==> src/ex_pkg.sv <==
`default_nettype none

package ex_pkg;

    localparam int NB_DATA  = 32;
    localparam int NB_REG   = 5;
    localparam int NB_OPC   = 6;
    localparam int NB_SHAMT = 5;

    typedef logic [NB_DATA-1:0]  data_t;
    typedef logic [NB_REG-1:0]   reg_addr_t;
    typedef logic [NB_OPC-1:0]   opcode_t;
    typedef logic [NB_OPC-1:0]   func_t;
    typedef logic [NB_SHAMT-1:0] shamt_t;
    typedef logic [1:0]          alu_class_t;
    typedef logic [1:0]          fwd_sel_t;

    // aluOp class from the control unit
    localparam alu_class_t ALU_CLASS_MEM    = 2'b00;
    localparam alu_class_t ALU_CLASS_BRANCH = 2'b01;
    localparam alu_class_t ALU_CLASS_RTYPE  = 2'b10;
    localparam alu_class_t ALU_CLASS_ITYPE  = 2'b11;

    // 01 is never produced
    localparam fwd_sel_t FWD_REG   = 2'b00;
    localparam fwd_sel_t FWD_MEMWB = 2'b10;
    localparam fwd_sel_t FWD_EXMEM = 2'b11;

    typedef enum logic [3:0] {
        OP_ADD,
        OP_SUB,
        OP_AND,
        OP_OR,
        OP_XOR,
        OP_NOR,
        OP_SLT,
        OP_SLTU,
        OP_SLL,
        OP_SRL,
        OP_SRA,
        OP_LUI
    } alu_op_e;

    // r-type function field
    localparam func_t FUNC_SLL  = 6'b000000;
    localparam func_t FUNC_SRL  = 6'b000010;
    localparam func_t FUNC_SRA  = 6'b000011;
    localparam func_t FUNC_ADD  = 6'b100000;
    localparam func_t FUNC_ADDU = 6'b100001;
    localparam func_t FUNC_SUB  = 6'b100010;
    localparam func_t FUNC_SUBU = 6'b100011;
    localparam func_t FUNC_AND  = 6'b100100;
    localparam func_t FUNC_OR   = 6'b100101;
    localparam func_t FUNC_XOR  = 6'b100110;
    localparam func_t FUNC_NOR  = 6'b100111;
    localparam func_t FUNC_SLT  = 6'b101010;
    localparam func_t FUNC_SLTU = 6'b101011;

    // i-type opcodes
    localparam opcode_t OPC_ADDI = 6'b001000;
    localparam opcode_t OPC_SLTI = 6'b001010;
    localparam opcode_t OPC_ANDI = 6'b001100;
    localparam opcode_t OPC_ORI  = 6'b001101;
    localparam opcode_t OPC_XORI = 6'b001110;
    localparam opcode_t OPC_LUI  = 6'b001111;

    // memory access width, 11 is a full word
    localparam logic [1:0] WIDTH_WORD = 2'b11;

    typedef struct packed {
        logic       mem_read;
        logic       mem_write;
        logic [1:0] width;
        logic       sign_flag;
    } mem_ctrl_t;

    typedef struct packed {
        logic mem2reg;
        logic reg_write;
    } wb_ctrl_t;

    typedef struct packed {
        reg_addr_t  rs;
        reg_addr_t  rt;
        reg_addr_t  rd;
        data_t      reg_da;
        data_t      reg_db;
        data_t      immediate;
        opcode_t    opcode;
        shamt_t     shamt;
        func_t      func;
        logic       reg_dst;
        logic       immediate_flag;
        alu_class_t alu_class;
        mem_ctrl_t  mem;
        wb_ctrl_t   wb;
    } id_ex_t;

    typedef struct packed {
        data_t     result;
        data_t     data4mem;
        reg_addr_t write_reg;
        mem_ctrl_t mem;
        wb_ctrl_t  wb;
    } ex_mem_t;

    typedef struct packed {
        logic      reg_write;
        reg_addr_t write_reg;
        data_t     value;
    } memwb_fwd_t;

    localparam ex_mem_t EX_MEM_RST = '{
        result    : '0,
        data4mem  : '0,
        write_reg : '0,
        mem       : '{mem_read: 1'b0, mem_write: 1'b0, width: WIDTH_WORD, sign_flag: 1'b0},
        wb        : '{mem2reg: 1'b0, reg_write: 1'b0}
    };

endpackage

`default_nettype wire

==> src/alu_control.sv <==
`timescale 1ns/10ps
`default_nettype none

module alu_control (
    input  wire ex_pkg::alu_class_t i_alu_class,
    input  wire ex_pkg::func_t      i_func,
    input  wire ex_pkg::opcode_t    i_opcode,
    output ex_pkg::alu_op_e         o_alu_op
);

    always_comb begin
        o_alu_op = ex_pkg::OP_ADD;
        case (i_alu_class)
            ex_pkg::ALU_CLASS_MEM: begin
                // address calculation
                o_alu_op = ex_pkg::OP_ADD;
            end
            ex_pkg::ALU_CLASS_BRANCH: begin
                o_alu_op = ex_pkg::OP_SUB;
            end
            ex_pkg::ALU_CLASS_RTYPE: begin
                case (i_func)
                    ex_pkg::FUNC_ADD,
                    ex_pkg::FUNC_ADDU: o_alu_op = ex_pkg::OP_ADD;
                    ex_pkg::FUNC_SUB,
                    ex_pkg::FUNC_SUBU: o_alu_op = ex_pkg::OP_SUB;
                    ex_pkg::FUNC_AND:  o_alu_op = ex_pkg::OP_AND;
                    ex_pkg::FUNC_OR:   o_alu_op = ex_pkg::OP_OR;
                    ex_pkg::FUNC_XOR:  o_alu_op = ex_pkg::OP_XOR;
                    ex_pkg::FUNC_NOR:  o_alu_op = ex_pkg::OP_NOR;
                    ex_pkg::FUNC_SLT:  o_alu_op = ex_pkg::OP_SLT;
                    ex_pkg::FUNC_SLTU: o_alu_op = ex_pkg::OP_SLTU;
                    ex_pkg::FUNC_SLL:  o_alu_op = ex_pkg::OP_SLL;
                    ex_pkg::FUNC_SRL:  o_alu_op = ex_pkg::OP_SRL;
                    ex_pkg::FUNC_SRA:  o_alu_op = ex_pkg::OP_SRA;
                    default:           o_alu_op = ex_pkg::OP_ADD;
                endcase
            end
            ex_pkg::ALU_CLASS_ITYPE: begin
                case (i_opcode)
                    ex_pkg::OPC_ADDI: o_alu_op = ex_pkg::OP_ADD;
                    ex_pkg::OPC_ANDI: o_alu_op = ex_pkg::OP_AND;
                    ex_pkg::OPC_ORI:  o_alu_op = ex_pkg::OP_OR;
                    ex_pkg::OPC_XORI: o_alu_op = ex_pkg::OP_XOR;
                    ex_pkg::OPC_SLTI: o_alu_op = ex_pkg::OP_SLT;
                    ex_pkg::OPC_LUI:  o_alu_op = ex_pkg::OP_LUI;
                    default:          o_alu_op = ex_pkg::OP_ADD;
                endcase
            end
            default: begin
                o_alu_op = ex_pkg::OP_ADD;
            end
        endcase
    end

endmodule

`default_nettype wire

==> src/alu.sv <==
`timescale 1ns/10ps
`default_nettype none

module alu (
    input  wire ex_pkg::alu_op_e i_op,
    input  wire ex_pkg::data_t   i_data_a,
    input  wire ex_pkg::data_t   i_data_b,
    input  wire ex_pkg::shamt_t  i_shamt,
    input  wire ex_pkg::data_t   i_immediate,
    output ex_pkg::data_t        o_result
);

    logic lt_signed;
    logic lt_unsigned;

    // compare flags, zero extended into the result
    assign lt_signed   = $signed(i_data_a) < $signed(i_data_b);
    assign lt_unsigned = i_data_a < i_data_b;

    always_comb begin
        case (i_op)
            ex_pkg::OP_ADD: begin
                o_result = i_data_a + i_data_b;
            end
            ex_pkg::OP_SUB: begin
                o_result = i_data_a - i_data_b;
            end
            ex_pkg::OP_AND: begin
                o_result = i_data_a & i_data_b;
            end
            ex_pkg::OP_OR: begin
                o_result = i_data_a | i_data_b;
            end
            ex_pkg::OP_XOR: begin
                o_result = i_data_a ^ i_data_b;
            end
            ex_pkg::OP_NOR: begin
                o_result = ~(i_data_a | i_data_b);
            end
            ex_pkg::OP_SLT: begin
                o_result = {{(ex_pkg::NB_DATA-1){1'b0}}, lt_signed};
            end
            ex_pkg::OP_SLTU: begin
                o_result = {{(ex_pkg::NB_DATA-1){1'b0}}, lt_unsigned};
            end
            // shifts act on operand b
            ex_pkg::OP_SLL: begin
                o_result = i_data_b << i_shamt;
            end
            ex_pkg::OP_SRL: begin
                o_result = i_data_b >> i_shamt;
            end
            ex_pkg::OP_SRA: begin
                o_result = $signed(i_data_b) >>> i_shamt;
            end
            ex_pkg::OP_LUI: begin
                o_result = {i_immediate[15:0], 16'h0000};
            end
            default: begin
                o_result = i_data_a + i_data_b;
            end
        endcase
    end

endmodule

`default_nettype wire

==> src/forwarding_unit.sv <==
`timescale 1ns/10ps
`default_nettype none

module forwarding_unit (
    input  wire ex_pkg::reg_addr_t  i_rs,
    input  wire ex_pkg::reg_addr_t  i_rt,
    input  wire                     i_exmem_reg_write,
    input  wire ex_pkg::reg_addr_t  i_exmem_write_reg,
    input  wire ex_pkg::memwb_fwd_t i_memwb,
    output ex_pkg::fwd_sel_t        o_fw_a,
    output ex_pkg::fwd_sel_t        o_fw_b
);

    // newest producer wins, r0 is hardwired
    function automatic ex_pkg::fwd_sel_t fwd_select(
        input ex_pkg::reg_addr_t  src,
        input logic               exmem_wr,
        input ex_pkg::reg_addr_t  exmem_dst,
        input ex_pkg::memwb_fwd_t memwb
    );
        ex_pkg::fwd_sel_t sel;
        sel = ex_pkg::FWD_REG;
        if (src != '0) begin
            if (exmem_wr && (exmem_dst == src)) begin
                sel = ex_pkg::FWD_EXMEM;
            end else if (memwb.reg_write && (memwb.write_reg == src)) begin
                sel = ex_pkg::FWD_MEMWB;
            end
        end
        return sel;
    endfunction

    always_comb begin
        o_fw_a = fwd_select(i_rs, i_exmem_reg_write, i_exmem_write_reg, i_memwb);
        o_fw_b = fwd_select(i_rt, i_exmem_reg_write, i_exmem_write_reg, i_memwb);
    end

endmodule

`default_nettype wire

==> src/instruction_execute.sv <==
`timescale 1ns/10ps
`default_nettype none

module instruction_execute (
    input  wire                     clk,
    input  wire                     i_rst_n,
    input  wire                     i_stall,
    input  wire                     i_halt,
    input  wire ex_pkg::id_ex_t     i_id_ex,
    input  wire ex_pkg::fwd_sel_t   i_fw_a,
    input  wire ex_pkg::fwd_sel_t   i_fw_b,
    input  wire ex_pkg::data_t      i_exmem_value,
    input  wire ex_pkg::data_t      i_memwb_value,
    output ex_pkg::ex_mem_t         o_ex_mem
);

    ex_pkg::alu_op_e   alu_op;
    ex_pkg::data_t     fwd_a;
    ex_pkg::data_t     fwd_b;
    ex_pkg::data_t     alu_b;
    ex_pkg::data_t     alu_result;
    ex_pkg::reg_addr_t write_reg;
    ex_pkg::ex_mem_t   ex_next;

    function automatic ex_pkg::data_t pick_operand(
        input ex_pkg::fwd_sel_t sel,
        input ex_pkg::data_t    reg_value,
        input ex_pkg::data_t    exmem_value,
        input ex_pkg::data_t    memwb_value
    );
        ex_pkg::data_t value;
        case (sel)
            ex_pkg::FWD_EXMEM: value = exmem_value;
            ex_pkg::FWD_MEMWB: value = memwb_value;
            default:           value = reg_value;
        endcase
        return value;
    endfunction

    alu_control u_alu_ctrl (
        .i_alu_class (i_id_ex.alu_class),
        .i_func      (i_id_ex.func),
        .i_opcode    (i_id_ex.opcode),
        .o_alu_op    (alu_op)
    );

    // operand muxes
    always_comb begin
        fwd_a = pick_operand(i_fw_a, i_id_ex.reg_da, i_exmem_value, i_memwb_value);
        fwd_b = pick_operand(i_fw_b, i_id_ex.reg_db, i_exmem_value, i_memwb_value);
        alu_b = i_id_ex.immediate_flag ? i_id_ex.immediate : fwd_b;
    end

    alu u_alu (
        .i_op        (alu_op),
        .i_data_a    (fwd_a),
        .i_data_b    (alu_b),
        .i_shamt     (i_id_ex.shamt),
        .i_immediate (i_id_ex.immediate),
        .o_result    (alu_result)
    );

    // rd for r-type, rt otherwise
    assign write_reg = i_id_ex.reg_dst ? i_id_ex.rd : i_id_ex.rt;

    always_comb begin
        ex_next.result    = alu_result;
        ex_next.data4mem  = fwd_b;
        ex_next.write_reg = write_reg;
        ex_next.mem       = i_id_ex.mem;
        ex_next.wb        = i_id_ex.wb;
        // a stalled entry becomes a bubble
        if (i_stall) begin
            ex_next.mem.mem_read  = 1'b0;
            ex_next.mem.mem_write = 1'b0;
            ex_next.wb.reg_write  = 1'b0;
        end
    end

    // EX/MEM register, halt freezes everything
    always_ff @(posedge clk or negedge i_rst_n) begin
        if (!i_rst_n) begin
            o_ex_mem <= ex_pkg::EX_MEM_RST;
        end else if (!i_halt) begin
            o_ex_mem <= ex_next;
        end
    end

    // forwarding unit only drives the three defined codes
    a_fwd_sel_legal: assert property (
        @(posedge clk) disable iff (!i_rst_n)
        (i_fw_a != 2'b01) && (i_fw_b != 2'b01)
    ) else $error("illegal forwarding select a=%b b=%b", i_fw_a, i_fw_b);

    a_mem_rw_exclusive: assert property (
        @(posedge clk) disable iff (!i_rst_n)
        !(o_ex_mem.mem.mem_read && o_ex_mem.mem.mem_write)
    ) else $error("EX/MEM carries both mem_read and mem_write");

    // halted edge leaves the register untouched
    a_halt_holds: assert property (
        @(posedge clk) disable iff (!i_rst_n)
        i_halt |=> $stable(o_ex_mem)
    ) else $error("EX/MEM changed across a halted cycle");

endmodule

`default_nettype wire

==> src/execute_stage.sv <==
`timescale 1ns/10ps
`default_nettype none

module execute_stage (
    input  wire                     clk,
    input  wire                     i_rst_n,
    input  wire                     i_stall,
    input  wire                     i_halt,
    input  wire ex_pkg::id_ex_t     i_id_ex,
    input  wire ex_pkg::memwb_fwd_t i_mem_wb,
    output ex_pkg::ex_mem_t         o_ex_mem
);

    ex_pkg::fwd_sel_t fw_a;
    ex_pkg::fwd_sel_t fw_b;

    // EX/MEM feeds back as the newest forwarding source
    forwarding_unit u_fwd (
        .i_rs              (i_id_ex.rs),
        .i_rt              (i_id_ex.rt),
        .i_exmem_reg_write (o_ex_mem.wb.reg_write),
        .i_exmem_write_reg (o_ex_mem.write_reg),
        .i_memwb           (i_mem_wb),
        .o_fw_a            (fw_a),
        .o_fw_b            (fw_b)
    );

    instruction_execute u_ex (
        .clk           (clk),
        .i_rst_n       (i_rst_n),
        .i_stall       (i_stall),
        .i_halt        (i_halt),
        .i_id_ex       (i_id_ex),
        .i_fw_a        (fw_a),
        .i_fw_b        (fw_b),
        .i_exmem_value (o_ex_mem.result),
        .i_memwb_value (i_mem_wb.value),
        .o_ex_mem      (o_ex_mem)
    );

endmodule

`default_nettype wire

==> config.mk <==
export PLATFORM = sky130hd
export DESIGN_NAME = execute_stage
export DESIGN_NICKNAME = d
export VERILOG_FILES = /design/src/ex_pkg.sv /design/src/alu_control.sv /design/src/alu.sv /design/src/forwarding_unit.sv /design/src/instruction_execute.sv /design/src/execute_stage.sv
export SDC_FILE = /design/constraint.sdc
export NUM_CORES = 1
export LEC_CHECK = 0
export ABC_AREA = 1
export BUFFER_PORTS_ARGS = -buffer_cell sky130_fd_sc_hd__buf_2
export CAP_MARGIN = 20
export CORE_ASPECT_RATIO = 0.75
export CORE_MARGIN = 3
export CORE_UTILIZATION = 32
export DETAILED_ROUTE_END_ITERATION = 10
export GPL_ROUTABILITY_DRIVEN = 1
export PLACE_DENSITY_LB_ADDON = 0.3
export SLEW_MARGIN = 30
export SYNTH_ARGS = -nofsm -noshare
export SYNTH_HDL_FRONTEND = slang
export SYNTH_SLANG_ARGS = --single-unit
==> constraint.sdc <==
create_clock -name clk -period 7.4 [get_ports clk]
set_input_delay 1.48 -clock clk [delete_from_list [all_inputs] [get_ports clk]]
set_output_delay 1.48 -clock clk [all_outputs]
set_load 0.02 [all_outputs]
==> results.txt <==
- The flow ran to the end, and the final reports show no timing, DRC or antenna violations.
- Summed over all failing endpoints, the final setup total negative slack is 0 ns.
- Overall die width: 256 microns
- Starting density of the core: 32.6%
- By instance count, the cell type seen most on the critical path is nand2_1.
* Area of the die: 49700 sq um
- The share of synthesized area in the top cell type comes to 18.0%.
- Dpl cell area: 16700 sq um
- Number of buffers added on ports: 256
- Initial antenna violation count: 6
- The total count of max-transition violations in the final report is 0.
- In this run, synthesis inferred 0 flip-flops with an integrated enable.
- TritonCTS built the clock tree.
- Post-synthesis cell count: 2640
- Via count: 19.8k
* Cell area after synthesis: about 15000 sq um
* Worst Path Class, Setup: in -> reg
- Headroom to the max-slew limit: a little under a third
- The register with the most flip-flops in the layout has 76 of them.
- Number of global-route vias before repair: 18.0k
- CP startpoint kind: input port
* Critical path data arrival time: 6.39 ns
* Maximum number of pins on one net before global-route repair: 83
- Period minus WS final: 6.12 ns
* Cell row count: between 60 and 70
- Seq cells post-synth: 76
* Top area cells in the synthesized netlist: nand2_1 18%, nand3_1 15%, dfrtp_1 12%
* Max IR drop VDD: between 100 and 150 uV
- The share of the Yosys chip area taken by registers is 12.7%.
- Hold repair after CTS inserted 0 buffers.
- Registers with the most flip-flops: u_ex.o_ex_mem: 76 flops
- I/O pin total: 257
- In this run the number of H-tree levels came out at 3.
* Capturing element type of the critical path: flop
* Total of max-cap violations: 0
* Routed vias/inst: approximately 5.7
- After the first detailed-routing iteration, the DRC count stood at roughly 3.5k.
- Total wire length: 82.8 mm
- Reg area: 1900 sq um
- Final setup skew: roughly 0.011 ns
* RSZ-0062 raised after global routing: false
- The first TritonRoute pass finished after 6 iterations.
- Once the clock tree was built, the setup fixing pass inserted 0 buffers.
- Min-delay worst type: reg -> reg
- Die height: 194 microns
- In the synthesized netlist the dominant register cell turns out to be dfrtp_1.
* Slew of the pin with the lowest slew margin: 1.04 ns
- For this run, the slowest stage of the critical path takes 0.44 ns.
- CP Max Fanout: 18
* Final Cell Area: 17000 sq um
* Max frequency: 163 MHz
- Counting flops with an async set or reset pin after synthesis yields a share of 100%.
- Power density over cell area: ~150 nW/um^2
* # DRC: 0
- Clock tree synthesis found a total of 76 sinks.
- Clk root buf: clkbuf_16
- More flip-flops sit in one register than any other, and that register is u_ex.o_ex_mem.
- The clock passes through at most 2 buffers.
- Number of failing hold endpoints at the final stage: 0
- Final #Nets: 3084
- After detailed routing, the average wire length per cell comes to between 20 and 25 microns.
* Placed wire-length estimate: 67.3 mm
* Library cell with the largest summed area after synthesis: nand2_1
- Ratio of cells with drive above 1 in the final layout: 17.0%
- Critical Path Slowest Stage Cell: nor3_1
- Area of the multi-input gates: 11200 sq um
* Clock buffers created by TritonCTS: 9
- In the finished design, the share of the clock period the worst path needs comes to 82.7%.
- Warnings, synthesis: 0
* Fill cell instance count of the final layout: 5291
- A synthesized cell averages 5.70 sq um.
- The first global-routing pass estimated 120 mm of wire.
* P_leak: roughly 9.2 nW
- For this run, the total global-route usage over all layers was measured as 31.9%.
- Final weighted congestion in routability-driven placement: 1.06
- The core region is between 40000 and 50000 sq um.
- Clock latency on the worst-skew pair, taken at its later pin, is roughly 0.37 ns.
- Synth Net Count: between 2k and 3k
- Clock-pin slew was measured on the worst setup and hold paths at 0.08 ns.
- The synthesized netlist contains 63 unique library cells.
- Resize count post-CTS: 0
- The area growth from synthesis to layout is 13.3%.
- Congestion Overflow GR: 0
* Count of endpoints failing setup in the final report: 0
* Data required time at the worst endpoint: 7.67 ns
* Number of nets with antenna violations after detailed routing: 0
==> Yosys cell counts, drive strengths merged (2+ instances only) <==
cell,n
a2111oi,4
a211oi,12
a21o,3
a21oi,177
a221oi,3
a22oi,4
a311oi,2
a31oi,15
and3,3
buf,73
clkbuf,65
clkinv,5
dfrtp,74
dfstp,2
fa,2
ha,96
inv,345
nand2,753
nand3,542
nand3b,2
nand4,14
nor2,148
nor3,19
nor4,9
o2111ai,7
o211ai,20
o21ai,114
o21bai,8
o221ai,3
o22ai,59
o2bb2ai,5
or2,10
xor2,35
==> worst paths after layout <==
check / start / slack (ns) / cells after the start / endpoint
setup / recovery: i_id_ex[131] / 1.28 / 29 / u_ex.o_ex_mem[56]
hold / removal: u_ex.o_ex_mem[4] / 0.47 / 2 / u_ex.o_ex_mem[4]
setup reg to reg: u_ex.o_ex_mem[10] / 2.04 / 27 / u_ex.o_ex_mem[56]
hold reg to reg: u_ex.o_ex_mem[4] / 0.47 / 2 / u_ex.o_ex_mem[4]
max in group asynchronous: i_rst_n / 5.26 / 2 / u_ex.o_ex_mem[73]
min in group asynchronous: i_rst_n / 0.98 / 1 / u_ex.o_ex_mem[7]
==> through the flow <==
step                util (%)  cells  worst slack [ns]  hold WS, ns  power, mW
detailed placement      36.2   3424              1.12        0.461       2.03
CTS                     36.9   3440              1.50        0.471       2.54
global placement        36.2   3424              1.12        0.454       2.05
global route            36.9   3440             0.948        0.497       2.74
finish                  36.9   3441              1.28        0.472       2.61
floorplan                  -   2640              2.38        0.501       1.48
==> critical path: cells and delay by family <==
family / cells / cell delay (ns)
AND/OR/NAND/NOR: 13 / 2.00
adder cells (fa/ha/maj): 1 / 0.36
buffers and inverters: 8 / 1.09
AO/OA/AOI/OAI: 7 / 1.41
==> kinds of logic (layout without fill, tap and decap cells) <==
family	Yosys count	after routing	share of synthesized area (%)
adder cells (fa/ha/maj)	98	98	8.25
AO/OA/AOI/OAI	442	442	17.2
buffers and inverters	488	658	13.2
AND/OR/NAND/NOR	1501	1501	46.7
flip-flops	76	76	12.7
XOR/XNOR	35	35	2.04
other	0	1	0
==> layout make-up <==
type / count / area share (%)
tap: 630 / 4.63
sequential: 76 / 11.2
clock inverter: 7 / 0.551
antenna: 1 / 0.0147
inverter: 350 / 7.73
multi-input combinational: 2076 / 65.5
timing repair buffer: 292 / 9.12
clock buffer: 9 / 1.32
==> layout by cell type (no fill, tap or decap), types with 12 or more instances in the layout <==
cell type,n
nand4_1,13
o21ai_0,100
a31oi_1,15
buf_4,37
nand3_1,463
nand3_2,77
xor2_1,35
ha_1,96
inv_2,23
inv_1,320
buf_2,255
a211oi_1,12
nor2_1,138
dfrtp_1,74
a21oi_1,175
o211ai_1,19
o22ai_1,58
nor3_1,17
nand2_2,28
nand2_1,722
==> layer usage <==
layer	global-route usage (%)	up-vias	wire [microns]
li1	-	9092	-
met1	45.7	9131	35600
met2	43.4	1392	31600
met3	14.0	138	13400
met4	7.36	10	2130
met5	0	-	67
==> report_power, final <==
part	leakage (nW)	total, mW	internal, mW	switching [mW]
Sequential	0.895	0.600	0.483	0.117
Clock	0.153	0.507	0.272	0.236
Combinational	8.11	1.50	0.436	1.06
Total	9.15	2.61	1.19	1.42
No activity file was read; power rests on OpenSTA's default activity.
